### config.mk
export PLATFORM = sky130hd
export DESIGN_NAME = decode_stage_flat
export DESIGN_NICKNAME = d
export VERILOG_FILES = /design/src/hw/mips_pkg.sv /design/src/hw/decoded_if.sv /design/src/hw/register_file.sv /design/src/hw/decode_stage.sv /design/src/flat_wrapper.sv
export SDC_FILE = /design/constraint.sdc
export NUM_CORES = 2
export LEC_CHECK = 0
export BUFFER_PORTS_ARGS = -buffer_cell sky130_fd_sc_hd__buf_2
export CAP_MARGIN = 20
export CORE_UTILIZATION = 30
export CTS_CLUSTER_SIZE = 12
export DETAILED_ROUTE_END_ITERATION = 7
export SLEW_MARGIN = 20
export SYNTH_ARGS = -nofsm -noshare
export SYNTH_HDL_FRONTEND = slang
export SYNTH_SLANG_ARGS = --single-unit
export TNS_END_PERCENT = 5
### constraint.sdc
create_clock -name i_clock -period 9.1 [get_ports i_clock]
set_input_delay 0 -clock i_clock [delete_from_list [all_inputs] [get_ports i_clock]]
set_output_delay 0 -clock i_clock [all_outputs]
set_load 0.02 [all_outputs]
### src/hw/mips_pkg.sv
`default_nettype none

package mips_pkg;

   localparam int ADDR_BITS = 11;     // Word addresses.
   localparam int MEM_DEPTH = 2048;
   localparam int DATA_BITS = 32;
   localparam int REG_BITS  = 5;

   // AND r1,r1,r1 used as the pipeline bubble.
   localparam logic [DATA_BITS-1:0] NOP_WORD = 32'h0021_0824;

   // Primary opcode field, bits 31:26.
   localparam logic [5:0] OPC_RTYPE = 6'h00;
   localparam logic [5:0] OPC_BEQ   = 6'h04;
   localparam logic [5:0] OPC_ADDI  = 6'h08;

   // Funct field of R-type words, bits 5:0.
   localparam logic [5:0] FN_ADDU = 6'h21;
   localparam logic [5:0] FN_SUBU = 6'h23;
   localparam logic [5:0] FN_AND  = 6'h24;
   localparam logic [5:0] FN_OR   = 6'h25;
   localparam logic [5:0] FN_XOR  = 6'h26;
   localparam logic [5:0] FN_SLT  = 6'h2a;

   typedef enum logic [3:0] {
      OP_NOP, OP_ADDU, OP_SUBU, OP_AND, OP_OR,
      OP_XOR, OP_SLT, OP_ADDI, OP_BEQ
   } opcode_e;

   typedef enum logic [2:0] {
      ALU_ADD, ALU_SUB, ALU_AND, ALU_OR, ALU_XOR, ALU_SLT
   } alu_op_e;

endpackage

`default_nettype wire

### src/hw/decoded_if.sv
`timescale 1ns/1ps
`default_nettype none

interface decoded_if;
   import mips_pkg::*;

   logic                 valid;      // A real instruction sits in ID/EX.
   opcode_e              op;
   alu_op_e              alu_op;
   logic [DATA_BITS-1:0] rs_val;
   logic [DATA_BITS-1:0] rt_val;
   logic [DATA_BITS-1:0] imm;        // Already sign extended.
   logic [REG_BITS-1:0]  dest;
   logic                 we;
   logic [ADDR_BITS-1:0] pc_plus1;

   modport src (
      output valid, op, alu_op, rs_val, rt_val, imm, dest, we, pc_plus1
   );

   modport dst (
      input valid, op, alu_op, rs_val, rt_val, imm, dest, we, pc_plus1
   );

endinterface

`default_nettype wire

### src/hw/register_file.sv
`timescale 1ns/1ps
`default_nettype none

module register_file (
   input  wire                             i_clock,
   input  wire                             i_soft_reset,
   input  wire  [mips_pkg::REG_BITS-1:0]   i_rs,
   input  wire  [mips_pkg::REG_BITS-1:0]   i_rt,
   input  wire                             i_we,
   input  wire  [mips_pkg::REG_BITS-1:0]   i_wreg,
   input  wire  [mips_pkg::DATA_BITS-1:0]  i_wdata,
   output logic [mips_pkg::DATA_BITS-1:0]  o_rs_val,
   output logic [mips_pkg::DATA_BITS-1:0]  o_rt_val
);
   import mips_pkg::*;

   logic [DATA_BITS-1:0] regs [2**REG_BITS];

   // Zero for r0, the incoming write on a match, else storage.
   function automatic logic [DATA_BITS-1:0] read_port(input logic [REG_BITS-1:0] idx);
      if (idx == '0) begin
         return '0;
      end else if (i_we && (i_wreg == idx)) begin
         return i_wdata;
      end
      return regs[idx];
   endfunction

   always_comb begin
      o_rs_val = read_port(i_rs);
      o_rt_val = read_port(i_rt);
   end

   always_ff @(posedge i_clock) begin
      if (!i_soft_reset) begin
         for (int i = 0; i < 2**REG_BITS; i++) begin
            regs[i] <= '0;
         end
      end else if (i_we && (i_wreg != '0)) begin
         regs[i_wreg] <= i_wdata;
      end
   end

endmodule

`default_nettype wire

### src/hw/decode_stage.sv
`timescale 1ns/1ps
`default_nettype none

module decode_stage (
   input  wire                             i_clock,
   input  wire                             i_soft_reset,
   input  wire                             i_run,
   input  wire  [mips_pkg::DATA_BITS-1:0]  i_instruction,
   input  wire  [mips_pkg::ADDR_BITS-1:0]  i_pc_plus1,
   input  wire                             i_branch_taken,
   input  wire                             i_wb_we,
   input  wire  [mips_pkg::REG_BITS-1:0]   i_wb_reg,
   input  wire  [mips_pkg::DATA_BITS-1:0]  i_wb_data,
   decoded_if.src                          o_dec
);
   import mips_pkg::*;

   logic [5:0]           opcode;
   logic [5:0]           funct;
   logic [REG_BITS-1:0]  rs;
   logic [REG_BITS-1:0]  rt;
   logic [REG_BITS-1:0]  rd;
   opcode_e              op;
   alu_op_e              alu_op;
   logic [REG_BITS-1:0]  dest;
   logic                 writes;
   logic                 we;
   logic [DATA_BITS-1:0] rs_val;
   logic [DATA_BITS-1:0] rt_val;
   logic                 ir_live_q;    // IR holds a fetched word, not the reset NOP.

   assign opcode = i_instruction[31:26];
   assign rs     = i_instruction[25:21];
   assign rt     = i_instruction[20:16];
   assign rd     = i_instruction[15:11];
   assign funct  = i_instruction[5:0];

   always_comb begin
      op     = OP_NOP;
      alu_op = ALU_ADD;
      dest   = rd;
      writes = 1'b0;
      case (opcode)
         OPC_RTYPE: begin
            writes = 1'b1;
            case (funct)
               FN_ADDU: begin op = OP_ADDU; alu_op = ALU_ADD; end
               FN_SUBU: begin op = OP_SUBU; alu_op = ALU_SUB; end
               FN_AND:  begin op = OP_AND;  alu_op = ALU_AND; end
               FN_OR:   begin op = OP_OR;   alu_op = ALU_OR;  end
               FN_XOR:  begin op = OP_XOR;  alu_op = ALU_XOR; end
               FN_SLT:  begin op = OP_SLT;  alu_op = ALU_SLT; end
               default: writes = 1'b0;     // Unknown funct.
            endcase
         end
         OPC_ADDI: begin
            op     = OP_ADDI;
            dest   = rt;
            writes = 1'b1;
         end
         OPC_BEQ: begin
            op     = OP_BEQ;
            alu_op = ALU_SUB;
         end
         default: ;
      endcase
      we = writes && (dest != '0);         // r0 writes never leave EX.
   end

   register_file u_register_file (
      .i_clock      (i_clock),
      .i_soft_reset (i_soft_reset),
      .i_rs         (rs),
      .i_rt         (rt),
      .i_we         (i_wb_we),
      .i_wreg       (i_wb_reg),
      .i_wdata      (i_wb_data),
      .o_rs_val     (rs_val),
      .o_rt_val     (rt_val)
   );

   always_ff @(posedge i_clock) begin
      if (!i_soft_reset) begin
         ir_live_q   <= 1'b0;
         o_dec.valid <= 1'b0;
         o_dec.op    <= OP_NOP;
         o_dec.we    <= 1'b0;
      end else if (i_run) begin
         ir_live_q   <= 1'b1;
         o_dec.valid <= ir_live_q && !i_branch_taken;   // Bubble on a taken branch.
         o_dec.op    <= op;
         o_dec.we    <= we;
      end
   end

   always_ff @(posedge i_clock) begin
      if (i_run) begin
         o_dec.alu_op   <= alu_op;
         o_dec.rs_val   <= rs_val;
         o_dec.rt_val   <= rt_val;
         o_dec.imm      <= {{(DATA_BITS-16){i_instruction[15]}}, i_instruction[15:0]};
         o_dec.dest     <= dest;
         o_dec.pc_plus1 <= i_pc_plus1;
      end
   end

endmodule

`default_nettype wire

### src/flat_wrapper.sv
// flat-port wrapper written by rule: the top's interface ports become plain ports
module decode_stage_flat import mips_pkg::*;
  (i_clock, i_soft_reset, i_run, i_instruction, i_pc_plus1, i_branch_taken, i_wb_we, i_wb_reg, i_wb_data, o_dec_valid, o_dec_op, o_dec_alu_op, o_dec_rs_val, o_dec_rt_val, o_dec_imm, o_dec_dest, o_dec_we, o_dec_pc_plus1);
  decoded_if o_dec_i ();
  input  wire i_clock;
  input  wire i_soft_reset;
  input  wire i_run;
  input  wire  [mips_pkg::DATA_BITS-1:0] i_instruction;
  input  wire  [mips_pkg::ADDR_BITS-1:0] i_pc_plus1;
  input  wire i_branch_taken;
  input  wire i_wb_we;
  input  wire  [mips_pkg::REG_BITS-1:0] i_wb_reg;
  input  wire  [mips_pkg::DATA_BITS-1:0] i_wb_data;
  output wire logic [$bits(o_dec_i.valid)-1:0] o_dec_valid;
  output wire logic [$bits(o_dec_i.op)-1:0] o_dec_op;
  output wire logic [$bits(o_dec_i.alu_op)-1:0] o_dec_alu_op;
  output wire logic [$bits(o_dec_i.rs_val)-1:0] o_dec_rs_val;
  output wire logic [$bits(o_dec_i.rt_val)-1:0] o_dec_rt_val;
  output wire logic [$bits(o_dec_i.imm)-1:0] o_dec_imm;
  output wire logic [$bits(o_dec_i.dest)-1:0] o_dec_dest;
  output wire logic [$bits(o_dec_i.we)-1:0] o_dec_we;
  output wire logic [$bits(o_dec_i.pc_plus1)-1:0] o_dec_pc_plus1;
  assign o_dec_valid = o_dec_i.valid;
  assign o_dec_op = o_dec_i.op;
  assign o_dec_alu_op = o_dec_i.alu_op;
  assign o_dec_rs_val = o_dec_i.rs_val;
  assign o_dec_rt_val = o_dec_i.rt_val;
  assign o_dec_imm = o_dec_i.imm;
  assign o_dec_dest = o_dec_i.dest;
  assign o_dec_we = o_dec_i.we;
  assign o_dec_pc_plus1 = o_dec_i.pc_plus1;
  decode_stage u_core (.i_clock(i_clock), .i_soft_reset(i_soft_reset), .i_run(i_run), .i_instruction(i_instruction), .i_pc_plus1(i_pc_plus1), .i_branch_taken(i_branch_taken), .i_wb_we(i_wb_we), .i_wb_reg(i_wb_reg), .i_wb_data(i_wb_data), .o_dec(o_dec_i));
endmodule
==> key figures <==
Layout
  • Non-Filler Instances: 6,620
  • Net count reported at finish: 4,087
  • Share of the core filled with cells in the final layout: 0.345
  • Number of inserted filler cells in the final layout: 18,378
  • Most frequent cells in the layout: edfxtp_1 (1,123), and2_1 (995), mux4_2 (447)
  • Share of post-route cells with drive strength above 1: 0.242
  • Area Overhead vs Synth: 14.1%
  • Commonest non-fill, non-tap cell in the layout: edfxtp_1

Route
  • DRT Pass-1 Iters: 6
  • Drt via density: 5.61
  • Wirelength, routed: 206 mm
  • Vias after detailed routing: 37,108
  • Number of remaining DRC errors: 0
  • DR WL/cell: 31.1 um
  • Final ANT Viol Nets: 0
  • Initial DRC count: 4,843

Power
  • Internal: 9080 uW
  • Share of total power consumed by net switching: 0.261
  • Share of power burned in combinational logic: 0.122
  • Portion of total power attributed to sequential cells: 0.506
  • Leakage component of the power: 0.0226 uW
  • Switching power: 3210 uW
  • Worst vdd ir: 0.148 mV
  • Ratio of total power to cell area: 185 mW/mm2
  • Clock power share: 0.372

Synth
  • Syn Std Cell Area: 0.0582 mm2
  • Number of cells produced by synthesis: 3,877
  • Count of cell types in the netlist: 55
  • Average size of a mapped cell: 15.0 um2
  • Fraction of synthesis flops using an asynchronous set or reset pin: 0
  • Dominant register cell in the synthesized netlist: edfxtp_1
  • Yosys warning count: 0
  • Proportion of synthesized chip area in sequential cells: 0.582
  • Register bit total from synthesis: 1,130
  • Post-synth EDFFs: 1,123

Clock tree
  • Clock transition at path regs: 0.06 ns
  • Max Root-Sink Buffers: 3
  • Source-to-sink clock delay at the later pin of the worst-skew pair: 0.78 ns
  • Depth of the CTS H-tree: 3
  • Total clock buffers created by CTS: 118
  • TritonCTS clock tree: done
  • Number of sinks on the clock net: 1,130
  • Clock root buffer: clkbuf_16
  • Number of gates given a new drive strength after cts: 0

STA
  • Post-Route Hold Slack: 0.0830 ns
  • Final TNS setup: 0 ns
  • Part of the cycle the worst path needs: 0.341
  • Pins over their slew limit: 0
  • Number of endpoints with negative hold slack in the final report: 0
  • Tightest Pin Transition: 1.13 ns
  • Crit path time final: 3.10 ns
  • Largest clock skew in the final design: 0.0314 ns
  • RSZ-0062 raised after global routing: false
  • Max_slew headroom: 0.246
  • Peak clock frequency supported by timing: 322 MHz
  • Count of final setup violators: 0
  • Worst setup margin: 6.00 ns

Die
  • Die width: 442 um
  • Initial core utilization: 0.302
  • Area enclosed by the die boundary: 0.196 mm2
  • Count of standard-cell rows: 161
  • Vertical die dimension: 442 um
  • I/O pin total: 206
  • Standard cell core area: 0.193 mm2

Global routing
  • Maximum number of pins on one net before global-route repair: 104
  • Via count of the first global-routing pass: 37,189
  • Overall overflow remaining after global route: 0
  • Overall fraction of global-route tracks in use: 0.205
  • Number of antenna violations at the first check in global routing: 19
  • Wire length of the first global-routing pass: 285 mm

Setup path
  • CP required: 9.61 ns
  • Capturing point of the worst reg2reg path: u_core.o_dec.rs_val[29]$_DFFE_PP_
  • CP max stage delay: 0.85 ns
  • Cell with the biggest individual delay on the critical path: buf_4
  • CP max FO: 47
  • Reg-to-Reg Start: u_core.u_register_file.regs[11][29]$_SDFFCE_PN0P_
  • Nature of the critical path startpoint: input port
  • Critical path buffers and inverters: 3
  • CP cell instances: dlygate4sd3_1, buf_8, or3b_4, buf_4, o22ai_1, a211oi_1, nand2_1, a32o_1
  • Cell depth of the worst flop-to-flop path: 5
  • Critical path capture point type: flip-flop
  • Arrival time at the worst endpoint: 3.62 ns
  • Crit-path leading delay family: buffers and inverters
  • Worst-case register-to-register setup slack: 6.89 ns
  • Setup CP Type: in2reg

Worst hold path
  • Startpoint of the tightest hold check path: i_instruction[2]
  • Class of the tightest hold or removal check: in2reg
  • Worst hold path stage count: 2
  • Endpoint of the worst hold path: u_core.o_dec.imm[2]$_DFFE_PP_

Status
  • Status: finished clean

Place
  • Detailed placer's ending HPWL: 111 mm
  • Buffers added on ports: 205
  • Placed insts: 6,313
  • Post-Place Worst Slack: 5.60 ns
  • GPL Wtd Cong: 0.852

Job
  • Max-cap violations: 0
[cell families (layout without fill, tap and decap cells)]
group	Yosys count	count (layout)	share of synthesized area
buffers and inverters	435	615	0.0334
xor gates and xnor gates	12	12	0.00181
DFF	1130	1130	0.582
muxes	613	613	0.202
and+or+nand+nor	1264	1264	0.128
other	1	38	0.0000645
AOI/OAI and AO/OA	422	422	0.0530
[per-layer routing]
layer,track usage,vias up,part of all wire
met5,0,-,0.00021
met2,0.347,2120,0.49
li1,-,15149,-
met4,0.113,6,0.059
met1,0.246,19290,0.36
met3,0.0377,543,0.086
[how the worst max path moves through the flow]
stage	to	startpoint	slack, ns	cells past startpoint
after global routing	u_core.o_dec.rt_val[3]$_DFFE_PP_	i_instruction[17]	6.02	8
after detailed placement	u_core.o_dec.rs_val[4]$_DFFE_PP_	i_instruction[22]	5.60	7
after CTS	u_core.o_dec.rt_val[7]$_DFFE_PP_	i_instruction[17]	6.14	8
after floorplan	u_core.u_register_file.regs[16][0]$_SDFFCE_PN0P_	i_wb_reg[2]	5.53	4
after global placement	u_core.o_dec.rs_val[4]$_DFFE_PP_	i_instruction[22]	5.60	7
final	u_core.o_dec.rt_val[7]$_DFFE_PP_	i_instruction[17]	6.00	8
[metrics by stage]
stage	total power (uW)	area, um2
after floorplan	7170	58300
after global placement	7740	61900
after detailed placement	7770	61900
after CTS	12300	66300
after global routing	12600	66300
final	12300	66300
[layout make-up]
| class | count | area [um2] | share of cell area |
|---|---|---|---|
| repair buffers | 401 | 2840 | 0.0428 |
| flip-flops and latches | 1130 | 33900 | 0.510 |
| well taps | 2526 | 3160 | 0.0476 |
| diodes | 6 | 15.0 | 0.000226 |
| multi-input cells | 2343 | 23000 | 0.346 |
| clock inverters | 53 | 373 | 0.00562 |
| inverters | 8 | 31.3 | 0.000471 |
| clock buffers | 153 | 3110 | 0.0468 |
[synthesized netlist by cell type, drive strengths merged (2+ instances only)]
master | n | share of area
a21oi | 57 | 0.0049
o221ai | 31 | 0.0047
and2 | 996 | 0.11
o22ai | 63 | 0.0068
a22oi | 92 | 0.012
o21ai | 31 | 0.0027
mux2i | 158 | 0.027
mux4 | 447 | 0.17
a31oi | 6 | 0.00065
nand3 | 29 | 0.0025
nor2 | 53 | 0.0034
mux2 | 8 | 0.0015
a2111oi | 3 | 0.00077
a311oi | 21 | 0.0032
a22o | 30 | 0.0045
a211oi | 42 | 0.0054
xor2 | 3 | 0.00045
nor3 | 5 | 0.00043
nor4b | 3 | 0.00067
a32o | 33 | 0.0057
inv | 5 | 0.00032
nand3b | 6 | 0.00077
o31ai | 3 | 0.00039
clkbuf | 293 | 0.019
nand2 | 144 | 0.0093
dfxtp | 7 | 0.0024
clkinv | 3 | 0.00019
xnor2 | 9 | 0.0014
or4 | 3 | 0.00039
nor2b | 10 | 0.0012
or3b | 2 | 0.00030
buf | 134 | 0.014
or3 | 3 | 0.00032
a32oi | 3 | 0.00045
edfxtp | 1123 | 0.58
nand2b | 6 | 0.00065
[registers in the layout (all words and copies together), names as in the netlist]
name and cells:
u_core.ir_live_q 1, u_core.o_dec.alu_op 3, u_core.o_dec.dest 5, u_core.o_dec.imm 16, u_core.o_dec.op 4, u_core.o_dec.pc_plus1 11, u_core.o_dec.rs_val 32, u_core.o_dec.rt_val 32
u_core.o_dec.valid 1, u_core.o_dec.we 1, u_core.u_register_file.regs 1024
[repair_timing]
item                                   4_1_cts  5_1_grt
buffers inserted                             0        0
hold buffers                                95        0
endpoints found under the hold margin     1130        0
[worst reg2reg max path, cell delays in order, from the launching register on]
cell	delay [ns]
edfxtp_1	0.39
mux4_2	0.52
a22oi_1	0.39
a31oi_1	0.16
a221oi_1	0.26
o2bb2ai_1	0.16
[power by group through the flow]
| stage | clock network (uW) | registers (uW) | logic [uW] |
|---|---|---|---|
| after floorplan | 0 | 6310 | 860 |
| after global placement | 0 | 6300 | 1440 |
| after detailed placement | 0 | 6320 | 1450 |
| after CTS | 4630 | 6210 | 1480 |
| after global routing | 4810 | 6240 | 1550 |
| final | 4570 | 6220 | 1500 |
Power figures use the tool's default switching activity.
