===== config.mk =====
export PLATFORM = sky130hd
export DESIGN_NAME = execute_stage_flat
export DESIGN_NICKNAME = d
export VERILOG_FILES = /design/src/hw/mips_pkg.sv /design/src/hw/decoded_if.sv /design/src/hw/execute_stage.sv /design/src/flat_wrapper.sv
export SDC_FILE = /design/constraint.sdc
export NUM_CORES = 1
export LEC_CHECK = 0
export CORE_AREA = 2 2 151 153
export DETAILED_ROUTE_END_ITERATION = 16
export DIE_AREA = 0 0 153 155
export DONT_BUFFER_PORTS = 1
export GPL_TIMING_DRIVEN = 0
export MAX_ROUTING_LAYER = met4
export PLACE_DENSITY_LB_ADDON = 0.08
export SYNTH_ARGS = -nofsm -noshare
export SYNTH_HDL_FRONTEND = slang
export SYNTH_SLANG_ARGS = --single-unit
export TNS_END_PERCENT = 5

===== constraint.sdc =====
create_clock -name vclk -period 5.6
set_clock_uncertainty 0.2 [all_clocks]
set_input_delay 1.12 -clock vclk [all_inputs]
set_output_delay 1.12 -clock vclk [all_outputs]
set_load 0.005 [all_outputs]

===== src/hw/mips_pkg.sv =====
`default_nettype none

package mips_pkg;

   localparam int ADDR_BITS = 11;     // Word addresses.
   localparam int MEM_DEPTH = 2048;
   localparam int DATA_BITS = 32;
   localparam int REG_BITS  = 5;

   // AND r1,r1,r1 used as the pipeline bubble.
   localparam logic [DATA_BITS-1:0] NOP_WORD = 32'h0021_0824;

   // Primary opcode field, bits 31:26.
   localparam logic [5:0] OPC_RTYPE = 6'h00;
   localparam logic [5:0] OPC_BEQ   = 6'h04;
   localparam logic [5:0] OPC_ADDI  = 6'h08;

   // Funct field of R-type words, bits 5:0.
   localparam logic [5:0] FN_ADDU = 6'h21;
   localparam logic [5:0] FN_SUBU = 6'h23;
   localparam logic [5:0] FN_AND  = 6'h24;
   localparam logic [5:0] FN_OR   = 6'h25;
   localparam logic [5:0] FN_XOR  = 6'h26;
   localparam logic [5:0] FN_SLT  = 6'h2a;

   typedef enum logic [3:0] {
      OP_NOP, OP_ADDU, OP_SUBU, OP_AND, OP_OR,
      OP_XOR, OP_SLT, OP_ADDI, OP_BEQ
   } opcode_e;

   typedef enum logic [2:0] {
      ALU_ADD, ALU_SUB, ALU_AND, ALU_OR, ALU_XOR, ALU_SLT
   } alu_op_e;

endpackage

`default_nettype wire


===== src/hw/decoded_if.sv =====
`timescale 1ns/1ps
`default_nettype none

interface decoded_if;
   import mips_pkg::*;

   logic                 valid;      // A real instruction sits in ID/EX.
   opcode_e              op;
   alu_op_e              alu_op;
   logic [DATA_BITS-1:0] rs_val;
   logic [DATA_BITS-1:0] rt_val;
   logic [DATA_BITS-1:0] imm;        // Already sign extended.
   logic [REG_BITS-1:0]  dest;
   logic                 we;
   logic [ADDR_BITS-1:0] pc_plus1;

   modport src (
      output valid, op, alu_op, rs_val, rt_val, imm, dest, we, pc_plus1
   );

   modport dst (
      input valid, op, alu_op, rs_val, rt_val, imm, dest, we, pc_plus1
   );

endinterface

`default_nettype wire


===== src/hw/execute_stage.sv =====
`timescale 1ns/1ps
`default_nettype none

module execute_stage (
   decoded_if.dst                          i_dec,
   output logic                            o_wb_we,
   output logic [mips_pkg::REG_BITS-1:0]   o_wb_reg,
   output logic [mips_pkg::DATA_BITS-1:0]  o_wb_data,
   output logic                            o_branch_taken,
   output logic [mips_pkg::ADDR_BITS-1:0]  o_branch_target
);
   import mips_pkg::*;

   logic [DATA_BITS-1:0] operand_a;
   logic [DATA_BITS-1:0] operand_b;
   logic [DATA_BITS-1:0] alu_result;

   assign operand_a = i_dec.rs_val;

   // ADDI takes the immediate, everything else the rt value.
   assign operand_b = (i_dec.op == OP_ADDI) ? i_dec.imm : i_dec.rt_val;

   always_comb begin
      case (i_dec.alu_op)
         ALU_ADD: alu_result = operand_a + operand_b;
         ALU_SUB: alu_result = operand_a - operand_b;
         ALU_AND: alu_result = operand_a & operand_b;
         ALU_OR:  alu_result = operand_a | operand_b;
         ALU_XOR: alu_result = operand_a ^ operand_b;
         ALU_SLT: begin
            // Signed compare.
            alu_result = ($signed(operand_a) < $signed(operand_b)) ?
                         DATA_BITS'(1) : '0;
         end
         default: alu_result = '0;
      endcase
   end

   // BEQ resolves here, one slot behind it is lost.
   always_comb begin
      o_branch_taken  = i_dec.valid && (i_dec.op == OP_BEQ) &&
                        (i_dec.rs_val == i_dec.rt_val);
      o_branch_target = i_dec.pc_plus1 + i_dec.imm[ADDR_BITS-1:0];   // Word offset.
   end

   assign o_wb_we   = i_dec.valid && i_dec.we;
   assign o_wb_reg  = i_dec.dest;
   assign o_wb_data = alu_result;

endmodule

`default_nettype wire


===== src/flat_wrapper.sv =====
// flat-port wrapper written by rule: the top's interface ports become plain ports
module execute_stage_flat import mips_pkg::*;
  (o_wb_we, o_wb_reg, o_wb_data, o_branch_taken, o_branch_target, i_dec_valid, i_dec_op, i_dec_alu_op, i_dec_rs_val, i_dec_rt_val, i_dec_imm, i_dec_dest, i_dec_we, i_dec_pc_plus1);
  decoded_if i_dec_i ();
  output logic o_wb_we;
  output logic [mips_pkg::REG_BITS-1:0] o_wb_reg;
  output logic [mips_pkg::DATA_BITS-1:0] o_wb_data;
  output logic o_branch_taken;
  output logic [mips_pkg::ADDR_BITS-1:0] o_branch_target;
  input wire logic [$bits(i_dec_i.valid)-1:0] i_dec_valid;
  input wire logic [$bits(i_dec_i.op)-1:0] i_dec_op;
  input wire logic [$bits(i_dec_i.alu_op)-1:0] i_dec_alu_op;
  input wire logic [$bits(i_dec_i.rs_val)-1:0] i_dec_rs_val;
  input wire logic [$bits(i_dec_i.rt_val)-1:0] i_dec_rt_val;
  input wire logic [$bits(i_dec_i.imm)-1:0] i_dec_imm;
  input wire logic [$bits(i_dec_i.dest)-1:0] i_dec_dest;
  input wire logic [$bits(i_dec_i.we)-1:0] i_dec_we;
  input wire logic [$bits(i_dec_i.pc_plus1)-1:0] i_dec_pc_plus1;
  assign i_dec_i.valid = i_dec_valid;
  assign i_dec_i.op = i_dec_op;
  assign i_dec_i.alu_op = i_dec_alu_op;
  assign i_dec_i.rs_val = i_dec_rs_val;
  assign i_dec_i.rt_val = i_dec_rt_val;
  assign i_dec_i.imm = i_dec_imm;
  assign i_dec_i.dest = i_dec_dest;
  assign i_dec_i.we = i_dec_we;
  assign i_dec_i.pc_plus1 = i_dec_pc_plus1;
  execute_stage u_core (.i_dec(i_dec_i), .o_wb_we(o_wb_we), .o_wb_reg(o_wb_reg), .o_wb_data(o_wb_data), .o_branch_taken(o_branch_taken), .o_branch_target(o_branch_target));
endmodule

==> summary.txt, run 1 <==
Die
  • Die height: roughly 160 um
  • Die X: 153 um
  • Row count: between 50 and 60
  • Starting Density: between 20% and 30%
  • CORE AREA: between 20000 and 25000 um2
  • Ports: 171
  • Die area: approximately 24000 um2

Route
  • WL final: between 20 and 30 mm
  • Via/cell ratio: 5.77
  • Drt first pass iters: 5
  • Wire per inst: approximately 24 um
  • DR DRC count: 0
  • Drt first-iter violations: 485
  • Antenna-violating nets left: 0
  • Detailed-route via count: 7351

Global route
  • Gr usage total: between 20 and 30%
  • Largest net degree at the start of global routing: 11
  • First-pass GRT wire length: approximately 45 mm
  • Grt ovf: 0
  • Initial antenna violation count: 1
  • Vias in the first global route: 7320

Logic synthesis
  • Mapped Cells: just under 1000
  • Synth cell types: 72
  • Complex-gate fraction of the synthesized area: roughly a third
  • Post-Syn Area: between 6000 and 7000 um2
  • XOR/XNOR share of the synthesized area: 7.12%
  • Largest family of logic cells by synthesized area: compound AO/OA/AOI/OAI gates
  • Post-Synth Simple-Gate Area: just under 20%
  • Post-synthesis sequential area ratio: 0%
  • Synthesis Warnings: 0
  • Mux cell area share after synthesis: slightly below 7%
  • Mean post-synth cell area: between 6 and 7 um2
  • Syn Nets: between 1000 and 1500
  • Adder-cell area share of the yosys netlist: approximately 22%

Final layout
  • Seq cells: 0
  • Syn-to-layout area delta: 14.5%
  • Clkbuf count: 0
  • Fin nets: 1225
  • Register area: 0 um2
  • Most frequent cells in the layout: inv_1, ha_1, a21oi_1
  • Layout cells sized above 1: around 15%
  • Filler Cell Count: 2481

Setup path
  • Critical Path AT: ~4.6 ns
  • Crit-path max FO: 5
  • Slowest library cell on the worst path: a2111oi_4
  • Required @ worst endpoint: between 4 and 5 ns
  • CP Capture Type: output port
  • CP max stage delay: between 0.3 and 0.4 ns
  • Critical Path, Cell by Cell: nand4b_1 > buf_6 > clkbuf_16 > mux2_4 > ha_4 > inv_2 > fa_2 > and2b_2 > o21bai_4 > a2111oi_4 > nand4b_1 > a41oi_4 > o31a_1 > or3_1 > a221oi_2 > a311o_2
  • Most frequent CP cell: nand4b_1
  • Startpoint Class: input port
  • Critical path class: input port to output port

Job
  • Max Cap Viol: 0

STA
  • RSZ-0062 raised after global routing: yes
  • Fin crit share: 106%
  • Setup violators final: 16
  • Max-slew violations: 0
  • Min cycle time layout: between 5 and 6 ns
  • FMAX: about 0.17 GHz
  • Final hold vios: 0
  • Post-route setup slack: -0.342 ns
  • Worst-Margin Slew: approximately 1.1 ns
  • TNS Setup: -2.84 ns
  • Relative slew slack: ~30%

Status
  • Status: finished, violations left
  • Violated checks: setup timing

Place
  • Post-detail-place hpwl: ~24 mm
  • Port Buf Inserts: 0
  • Gpl congestion: 0.944

Hold path
  • Hold path depth: 1
  • Hold/Removal Path Class: input port to output port
  • Worst Hold End: o_wb_reg[0]
  • HP Start: i_dec_dest[0]

CTS
  • Post-cts hold buffer count: 0
## what timing repair did
| item | 4_1_cts | 5_1_grt |
|---|---|---|
| pin swaps | 17 | 15 |
| endpoints found under the setup margin | 28 | 23 |
| buffers inserted | 13 | 3 |
| resized for setup | 71 | 34 |
| gates cloned | 0 | 0 |
## per-layer routing
layer / global-route usage, % / vias to the layer above / routed length, um
met4: 6.22 / 0 / 917
li1: - / 3539 / -
met5: - / - / 0
met1: 32.4 / 3469 / 13400
met3: 3.87 / 52 / 2050
met2: 41.0 / 291 / 13600
## critical path: cells and delay by family
family          cells  cell delay, ns
compound gates      6            1.45
buf+inv             3            0.35
fa+ha+maj           2            0.48
simple gates        4            1.00
mux                 1            0.22
## kinds of logic after synthesis
family | Yosys count
simple gates | 270
compound gates | 333
buf+inv | 166
mux | 39
fa+ha+maj | 115
xor+xnor | 53
## per-stage QoR
step | hold WS [ns] | utilization (%) | instances | instance area (um2) | setup slack, ns
6_report | 2.12 | 33.6 | 1274 | 7460 | -0.342
5_1_grt | 2.12 | 33.6 | 1274 | 7460 | -0.465
4_1_cts | 2.12 | 32.9 | 1271 | 7310 | -0.405
3_5_place_dp | 2.12 | 31.1 | 1261 | 6920 | -1.51
3_3_place_gp | 2.12 | 31.1 | 1261 | 6920 | -1.58
2_1_floorplan | 2.12 | - | 976 | 6560 | -0.0265
## area by class of cell
cell class	count	area (um2)	area share, %
inverter	108	407	5.45
buffer	53	299	4.01
timing repair buffer	16	124	1.66
multi-input combinational	810	6270	84.0
antenna	2	5.00	0.0671
tap	285	357	4.78
## Yosys cell counts, types with 5 or more instances
library cell,count,area (um2)
nand2b_1,10,62.6
a22oi_1,9,67.6
nand3_1,9,45.0
mux2_2,31,349
or3_1,9,56.3
a211oi_1,10,75.1
nor3_1,29,145
a31oi_1,5,31.3
o22ai_1,16,100
xor2_1,16,140
clkbuf_1,44,165
nand2_1,72,270
o21ai_0,59,295
nand4_1,13,81.3
a221oi_1,10,87.6
ha_1,112,1400
nor4_1,14,87.6
o31ai_1,10,75.1
o221ai_1,7,61.3
o211ai_1,20,150
buf_4,7,52.6
buf_1,5,18.8
a2111oi_0,5,43.8
o21bai_1,17,128
a21o_1,10,75.1
inv_1,107,402
o32a_1,5,50.1
nor2_1,87,327
mux2i_1,7,70.1
nor2b_1,10,62.6
o21a_1,8,60.1
xnor2_1,37,324
a21oi_1,97,485
## worst max-delay path by stage
stage	startpoint	endpoint	slack (ns)	depth (start not counted)
final	i_dec_op[3]	o_wb_data[22]	-0.34	16
after global routing	i_dec_op[3]	o_wb_data[31]	-0.47	16
after CTS	i_dec_op[3]	o_wb_data[22]	-0.41	16
after detailed placement	i_dec_op[0]	o_wb_data[30]	-1.51	14
after global placement	i_dec_op[0]	o_wb_data[30]	-1.58	14
after floorplan	i_dec_op[3]	o_wb_data[29]	-0.03	15
==> inputs of run 2 (changes only) <==
CORE_AREA = 2 2 180 129   (was 2 2 151 153)
DIE_AREA = 0 0 182 131   (was 0 0 153 155)
RECOVER_POWER = 25   (was not set)
==> run 2 against run 1 <==
The flow still finishes with violations (setup timing). Wire length rose by 1.9%. Critical path depth did not move. Flip-flop and latch count did not move. Hold slack improved by 0.022 ns. Global-route usage rose by 0.44 points. Maximum frequency rose by 0.28%. Setup slack improved by 0.016 ns.
==> summary.txt, run 2 (synthesis results as in run 1) <==
Job
  • Max Cap Viol: 0 (unchanged)

Route
  • Drt first pass iters: 6 (was 5)
  • WL final: 30.5 mm (was 30.0 mm)
  • Drt first-iter violations: 761 (was 485)
  • Detailed-route via count: 7501 (was 7351)
  • Antenna-violating nets left: 0 (unchanged)
  • DR DRC count: 0 (unchanged)
  • Via/cell ratio: 5.88 (was 5.77)
  • Wire per inst: 23.9 um (was 23.5 um)

Die
  • Die height: 131 um (was 155 um)
  • Die X: 182 um (was 153 um)
  • CORE AREA: 22200 um2 (about the same)
  • Row count: 46 (was 55)
  • Starting Density: 29.3% (about the same)
  • Die area: 23800 um2 (was 23700 um2)
  • Ports: 171 (unchanged)

Final layout
  • N_diodes: 0 (was 2)
  • Fin nets: 1225 (unchanged)
  • Layout cells sized above 1: 14.9% (was 14.7%)
  • Syn-to-layout area delta: 14.7% (was 14.5%)
  • Register area: 0 um2 (unchanged)
  • Clkbuf count: 0 (unchanged)
  • Most frequent cells in the layout: inv_1, ha_1, a21oi_1 (unchanged)
  • Filler Cell Count: 2438 (was 2481)
  • Fin area: 7480 um2 (was 7460 um2)
  • Seq cells: 0 (unchanged)
  • Post-route insts no fill: 1275 (was 1274)

Setup path
  • Startpoint Class: input port (unchanged)
  • CP Capture Type: output port (unchanged)
  • Critical Path AT: 4.61 ns (was 4.62 ns)
  • Crit-path max FO: 10 (was 5)
  • Critical path class: input port to output port (unchanged)
  • Required @ worst endpoint: 4.28 ns (about the same)

Pwr
  • PD cells: ~120 nW/um2
  • Switching power: roughly 550 uW
  • Seq pwr share: 0%
  • LEAKAGE: 3.09 nW
  • VDD IR max: between 0.02 and 0.03 mV
  • Internal power: 317 uW
  • Switching part of the total: 63.6%
  • Clock network fraction of total power: 0%
  • Gate power share: 100.0%

Global route
  • GR Layer Usage met1: 38.9% (was 32.4%)
  • Busiest grt layer: met1 (was met2)
  • GRT met3 Usage: 5.13% (was 3.87%)
  • Initial antenna violation count: 0 (was 1)
  • Vias in the first global route: 6896 (was 7320)
  • Gr usage total: 25.4% (was 25.0%)
  • Largest net degree at the start of global routing: 11 (unchanged)
  • First-pass GRT wire length: 44.4 mm (was 45.0 mm)
  • Global Route met2 Usage: 34.1% (was 41.0%)
  • Grt ovf: 0 (unchanged)

STA
  • Max-slew violations: 0 (unchanged)
  • Final hold vios: 0 (unchanged)
  • TNS Setup: -2.75 ns (was -2.84 ns)
  • Fin crit share: 106% (about the same)
  • Min cycle time layout: 5.93 ns (was 5.94 ns)
  • Worst-Margin Slew: 1.11 ns (was 1.05 ns)
  • Post-route setup slack: -0.326 ns (was -0.342 ns)
  • Relative slew slack: 25.9% (was 29.6%)
  • Setup violators final: 14 (was 16)
  • FMAX: 0.169 GHz (was 0.168 GHz)
  • RSZ-0062 raised after global routing: yes (unchanged)

Place
  • DP Area: 6920 um2 (about the same)
  • Gpl congestion: 0.977 (was 0.944)
  • Placed cells: 1264 (was 1261)
  • Port Buf Inserts: 0 (unchanged)
  • Post-detail-place hpwl: 24.9 mm (was 24.4 mm)

Hold path
  • Worst Hold End: o_wb_reg[0] (unchanged)
  • Hold/Removal Path Class: input port to output port (unchanged)
  • HP Start: i_dec_dest[0] (unchanged)
  • Hold path depth: 1 (unchanged)

Status
  • Status: finished, violations left (unchanged)
  • Violated checks: setup timing (unchanged)

CTS
  • Post-cts hold buffer count: 0 (unchanged)
-- run 2: changes by cell type in the layout (fill, tap and decap cells not counted), moves of 3 or more --
cell | previous run | this run
a21oi_2 | 5 | 8
clkbuf_4 | 1 | 7
buf_4 | 22 | 17
o21ai_0 | 49 | 52
-- run 2: timing repair --
action / CTS / global route
setup buffers: 16 / 1
endpoints found under the setup margin: 28 / 23
resized for setup: 61 / 39
pin swaps: 20 / 11
-- run 2: power by group through the flow --
stage,logic (mW),registers (mW),clock network (mW)
after global placement,0.773,0,0
after global routing,0.945,0,0
after CTS,0.822,0,0
after detailed placement,0.767,0,0
after floorplan,0.550,0,0
final,0.871,0,0
-- run 2: worst max-delay path, stage by stage --
cell and delay (ns):
nand4b_1 0.20, buf_6 0.17, buf_8 0.16, nor2_1 0.10, a21o_1 0.13, inv_1 0.10, ha_1 0.37, a211oi_1 0.11
o31a_1 0.37, a211oi_4 0.36, nand4_1 0.15, o211ai_1 0.26, a41oi_2 0.30, o31ai_2 0.34, mux2i_1 0.10, o21ai_1 0.25
-- run 2: layer usage --
metal | share of wire [%] | up-vias
li1 | - | 3544
met1 | 51 | 3581
met2 | 37 | 357
met3 | 11 | 19
met4 | 1.5 | 0
met5 | 0 | -
-- run 2: stage by stage --
step | power [mW] | utilization (%) | setup slack [ns] | hold WS (ns)
after floorplan | 0.550 | - | -0.0265 | 2.12
after global placement | 0.773 | 31.2 | -1.67 | 2.12
after detailed placement | 0.767 | 31.2 | -1.65 | 2.12
after CTS | 0.822 | 32.8 | -0.363 | 2.12
after global routing | 0.945 | 33.7 | -0.424 | 2.15
final | 0.871 | 33.7 | -0.326 | 2.14
-- run 2: cell type report --
type	instances	area, um2	area share, %
multi-input cells	810	6300	84.2
inverters	108	407	5.44
well taps	288	360	4.82
plain buffers	52	280	3.75
repair buffers	17	131	1.76
-- run 2: how the worst max path moves through the flow --
stage                            from  cells after the start            end  slack (ns)
after floorplan           i_dec_op[3]                     15  o_wb_data[29]       -0.03
after global placement    i_dec_op[0]                     14  o_wb_data[27]       -1.67
after detailed placement  i_dec_op[0]                     14  o_wb_data[31]       -1.65
after CTS                 i_dec_op[3]                     16  o_wb_data[22]       -0.36
after global routing      i_dec_op[3]                     16  o_wb_data[31]       -0.42
final                     i_dec_op[3]                     16  o_wb_data[29]       -0.33
No activity file was read; power rests on OpenSTA's default activity.
==> inputs of run 3 (changes only) <==
CORE_AREA = 2 2 146 105   (was 2 2 180 129)
DIE_AREA = 0 0 148 107   (was 0 0 182 131)
==> run 3 against run 2 <==
The run still ends with setup timing left. Total power up 1.6%. First-iteration DRC count up 11%. Maximum frequency up 0.31%. Sequential share of layout area unchanged. Core utilization up 19 points. Via count up 1.1%. Flip-flop and latch count unchanged. Largest cell class unchanged. Highest routed layer unchanged.
==> summary.txt, run 3 (synthesis results as in run 1) <==
Route
  • Detailed-route via count: 7587 (was 7501)
  • WL final: 28.4 mm (was 30.5 mm)
  • DR DRC count: 0 (unchanged)
  • Antenna-violating nets left: 0 (unchanged)
  • Wire per inst: 23.8 um (was 23.9 um)
  • Drt first pass iters: 5 (was 6)
  • Via/cell ratio: 6.36 (was 5.88)
  • Drt first-iter violations: 843 (was 761)

Final layout
  • Most frequent cells in the layout: inv_1, ha_1, a21oi_1 (unchanged)
  • Fin area: 7550 um2 (was 7480 um2)
  • Post-route insts no fill: 1193 (was 1275)
  • Area of the multi-input gates: 6350 um2 (was 6300 um2)
  • Fin nets: 1236 (was 1225)
  • Filler Cell Count: 1522 (was 2438)
  • Layout cells sized above 1: 16.3% (was 14.9%)
  • N_diodes: 0 (unchanged)
  • Register area: 0 um2 (unchanged)
  • Clkbuf count: 0 (unchanged)
  • Seq cells: 0 (unchanged)
  • Commonest non-fill, non-tap cell in the layout: inv_1
  • Syn-to-layout area delta: 15.8% (was 14.7%)
  • Final Core Density: 52.3% (was 33.7%)

STA
  • RSZ-0062 raised after global routing: yes (unchanged)
  • Tightest hold margin: 2.14 ns (about the same)
  • Setup violators final: 18 (was 14)
  • FMAX: 0.169 GHz (about the same)
  • Fin crit share: 105% (was 106%)
  • Post-route setup slack: -0.308 ns (was -0.326 ns)
  • Final hold vios: 0 (unchanged)
  • Max-slew violations: 0 (unchanged)
  • Min cycle time layout: 5.91 ns (was 5.93 ns)
  • Worst-Margin Slew: 1.08 ns (was 1.11 ns)
  • Relative slew slack: 27.4% (was 25.9%)

Die
  • Row count: 37 (was 46)
  • Die height: 107 um (was 131 um)
  • Die X: 148 um (was 182 um)
  • Ports: 171 (unchanged)
  • Die area: 15800 um2 (was 23800 um2)
  • Starting Density: 45.1% (was 29.3%)
  • CORE AREA: 14400 um2 (was 22200 um2)

Setup path
  • Critical Path AT: 4.59 ns (was 4.61 ns)
  • Critical path class: input port to output port (unchanged)
  • CP Capture Type: output port (unchanged)
  • Crit-path max FO: 4 (was 10)
  • Required @ worst endpoint: 4.28 ns (about the same)
  • Startpoint Class: input port (unchanged)

Pwr
  • LEAKAGE: 3.17 nW (was 3.09 nW)
  • PD cells: 117 nW/um2 (was 116 nW/um2)
  • Overall Power: 884 uW (was 871 uW)
  • VDD IR max: 0.0413 mV (was 0.0258 mV)

Global route
  • Global Route met2 Usage: 46.6% (was 34.1%)
  • First-pass GRT wire length: 41.0 mm (was 44.4 mm)
  • GR Layer Usage met1: 52.9% (was 38.9%)
  • Gr usage total: 34.6% (was 25.4%)
  • Vias in the first global route: 6889 (was 6896)
  • Initial antenna violation count: 0 (unchanged)
  • GRT met3 Usage: 8.17% (was 5.13%)
  • Busiest grt layer: met1 (unchanged)
  • Largest net degree at the start of global routing: 11 (unchanged)
  • Grt ovf: 0 (unchanged)

Place
  • DP Area: 6810 um2 (was 6920 um2)
  • Placed cells: 1171 (was 1264)
  • Gpl congestion: 1.02 (was 0.977)
  • Port Buf Inserts: 0 (unchanged)
  • Post-detail-place hpwl: 22.6 mm (was 24.9 mm)

Status
  • Violated checks: setup timing (unchanged)
  • Status: finished, violations left (unchanged)

Job
  • Max Cap Viol: 0 (unchanged)

CTS
  • Post-cts hold buffer count: 0 (unchanged)

Hold path
  • Hold/Removal Path Class: input port to output port (unchanged)
run 3: cell count changes in the layout (fill, tap and decap cells not counted), sizes merged:
cell / previous run / this run
buf: 27 / 37
clkbuf: 42 / 43
clkinvlp: 0 / 1
inv: 107 / 106
run 3: through the flow:
| stage | setup TNS (ns) | setup WS [ns] |
|---|---|---|
| 2_1_floorplan | -0.0442 | -0.0265 |
| 5_1_grt | -5.49 | -0.428 |
| 3_5_place_dp | -24.46 | -1.32 |
| 6_report | -3.20 | -0.308 |
| 4_1_cts | -2.70 | -0.294 |
| 3_3_place_gp | -24.60 | -1.33 |
run 3: report_power, final:
| part | internal [mW] | switching (mW) | leakage, nW | total (mW) |
|---|---|---|---|---|
| Clock | 0 | 0 | 0 | 0 |
| Combinational | 0.330 | 0.555 | 3.17 | 0.884 |
| Sequential | 0 | 0 | 0 | 0 |
| Total | 0.330 | 0.555 | 3.17 | 0.884 |
run 3: worst max-delay path, cell delays in order:
cell	delay [ns]
nand4b_1	0.17
buf_6	0.17
buf_6	0.13
mux2_4	0.22
ha_4	0.14
inv_2	0.04
fa_2	0.36
and2b_1	0.23
o21bai_2	0.10
a2111oi_4	0.37
nand4b_1	0.24
a41oi_4	0.16
o31a_1	0.37
or3_1	0.34
a221oi_2	0.24
a311o_2	0.17
run 3: what timing repair did:
item	CTS	global route
resized for setup	71	54
endpoints found under the setup margin	27	24
gates cloned	0	1
buffers inserted	16	13
pin swaps	23	29
run 3: routing by layer:
layer	up-vias	wire [um]
li1	3553	-
met1	3564	13600
met2	448	10900
met3	22	3700
met4	0	295
met5	-	0
run 3: worst paths after layout:
| kind | cells past startpoint | start | endpoint | slack [ns] |
|---|---|---|---|---|
| setup / recovery | 16 | i_dec_op[3] | o_wb_data[22] | -0.31 |
| hold / removal | 1 | i_dec_dest[2] | o_wb_reg[2] | 2.14 |
run 3: final cells by class:
type / instances / area share, %
Multi-Input combinational cell: 810 / 84.2
Timing Repair Buffer: 29 / 3.55
Inverter: 108 / 5.47
Tap cell: 195 / 3.23
Buffer: 51 / 3.60
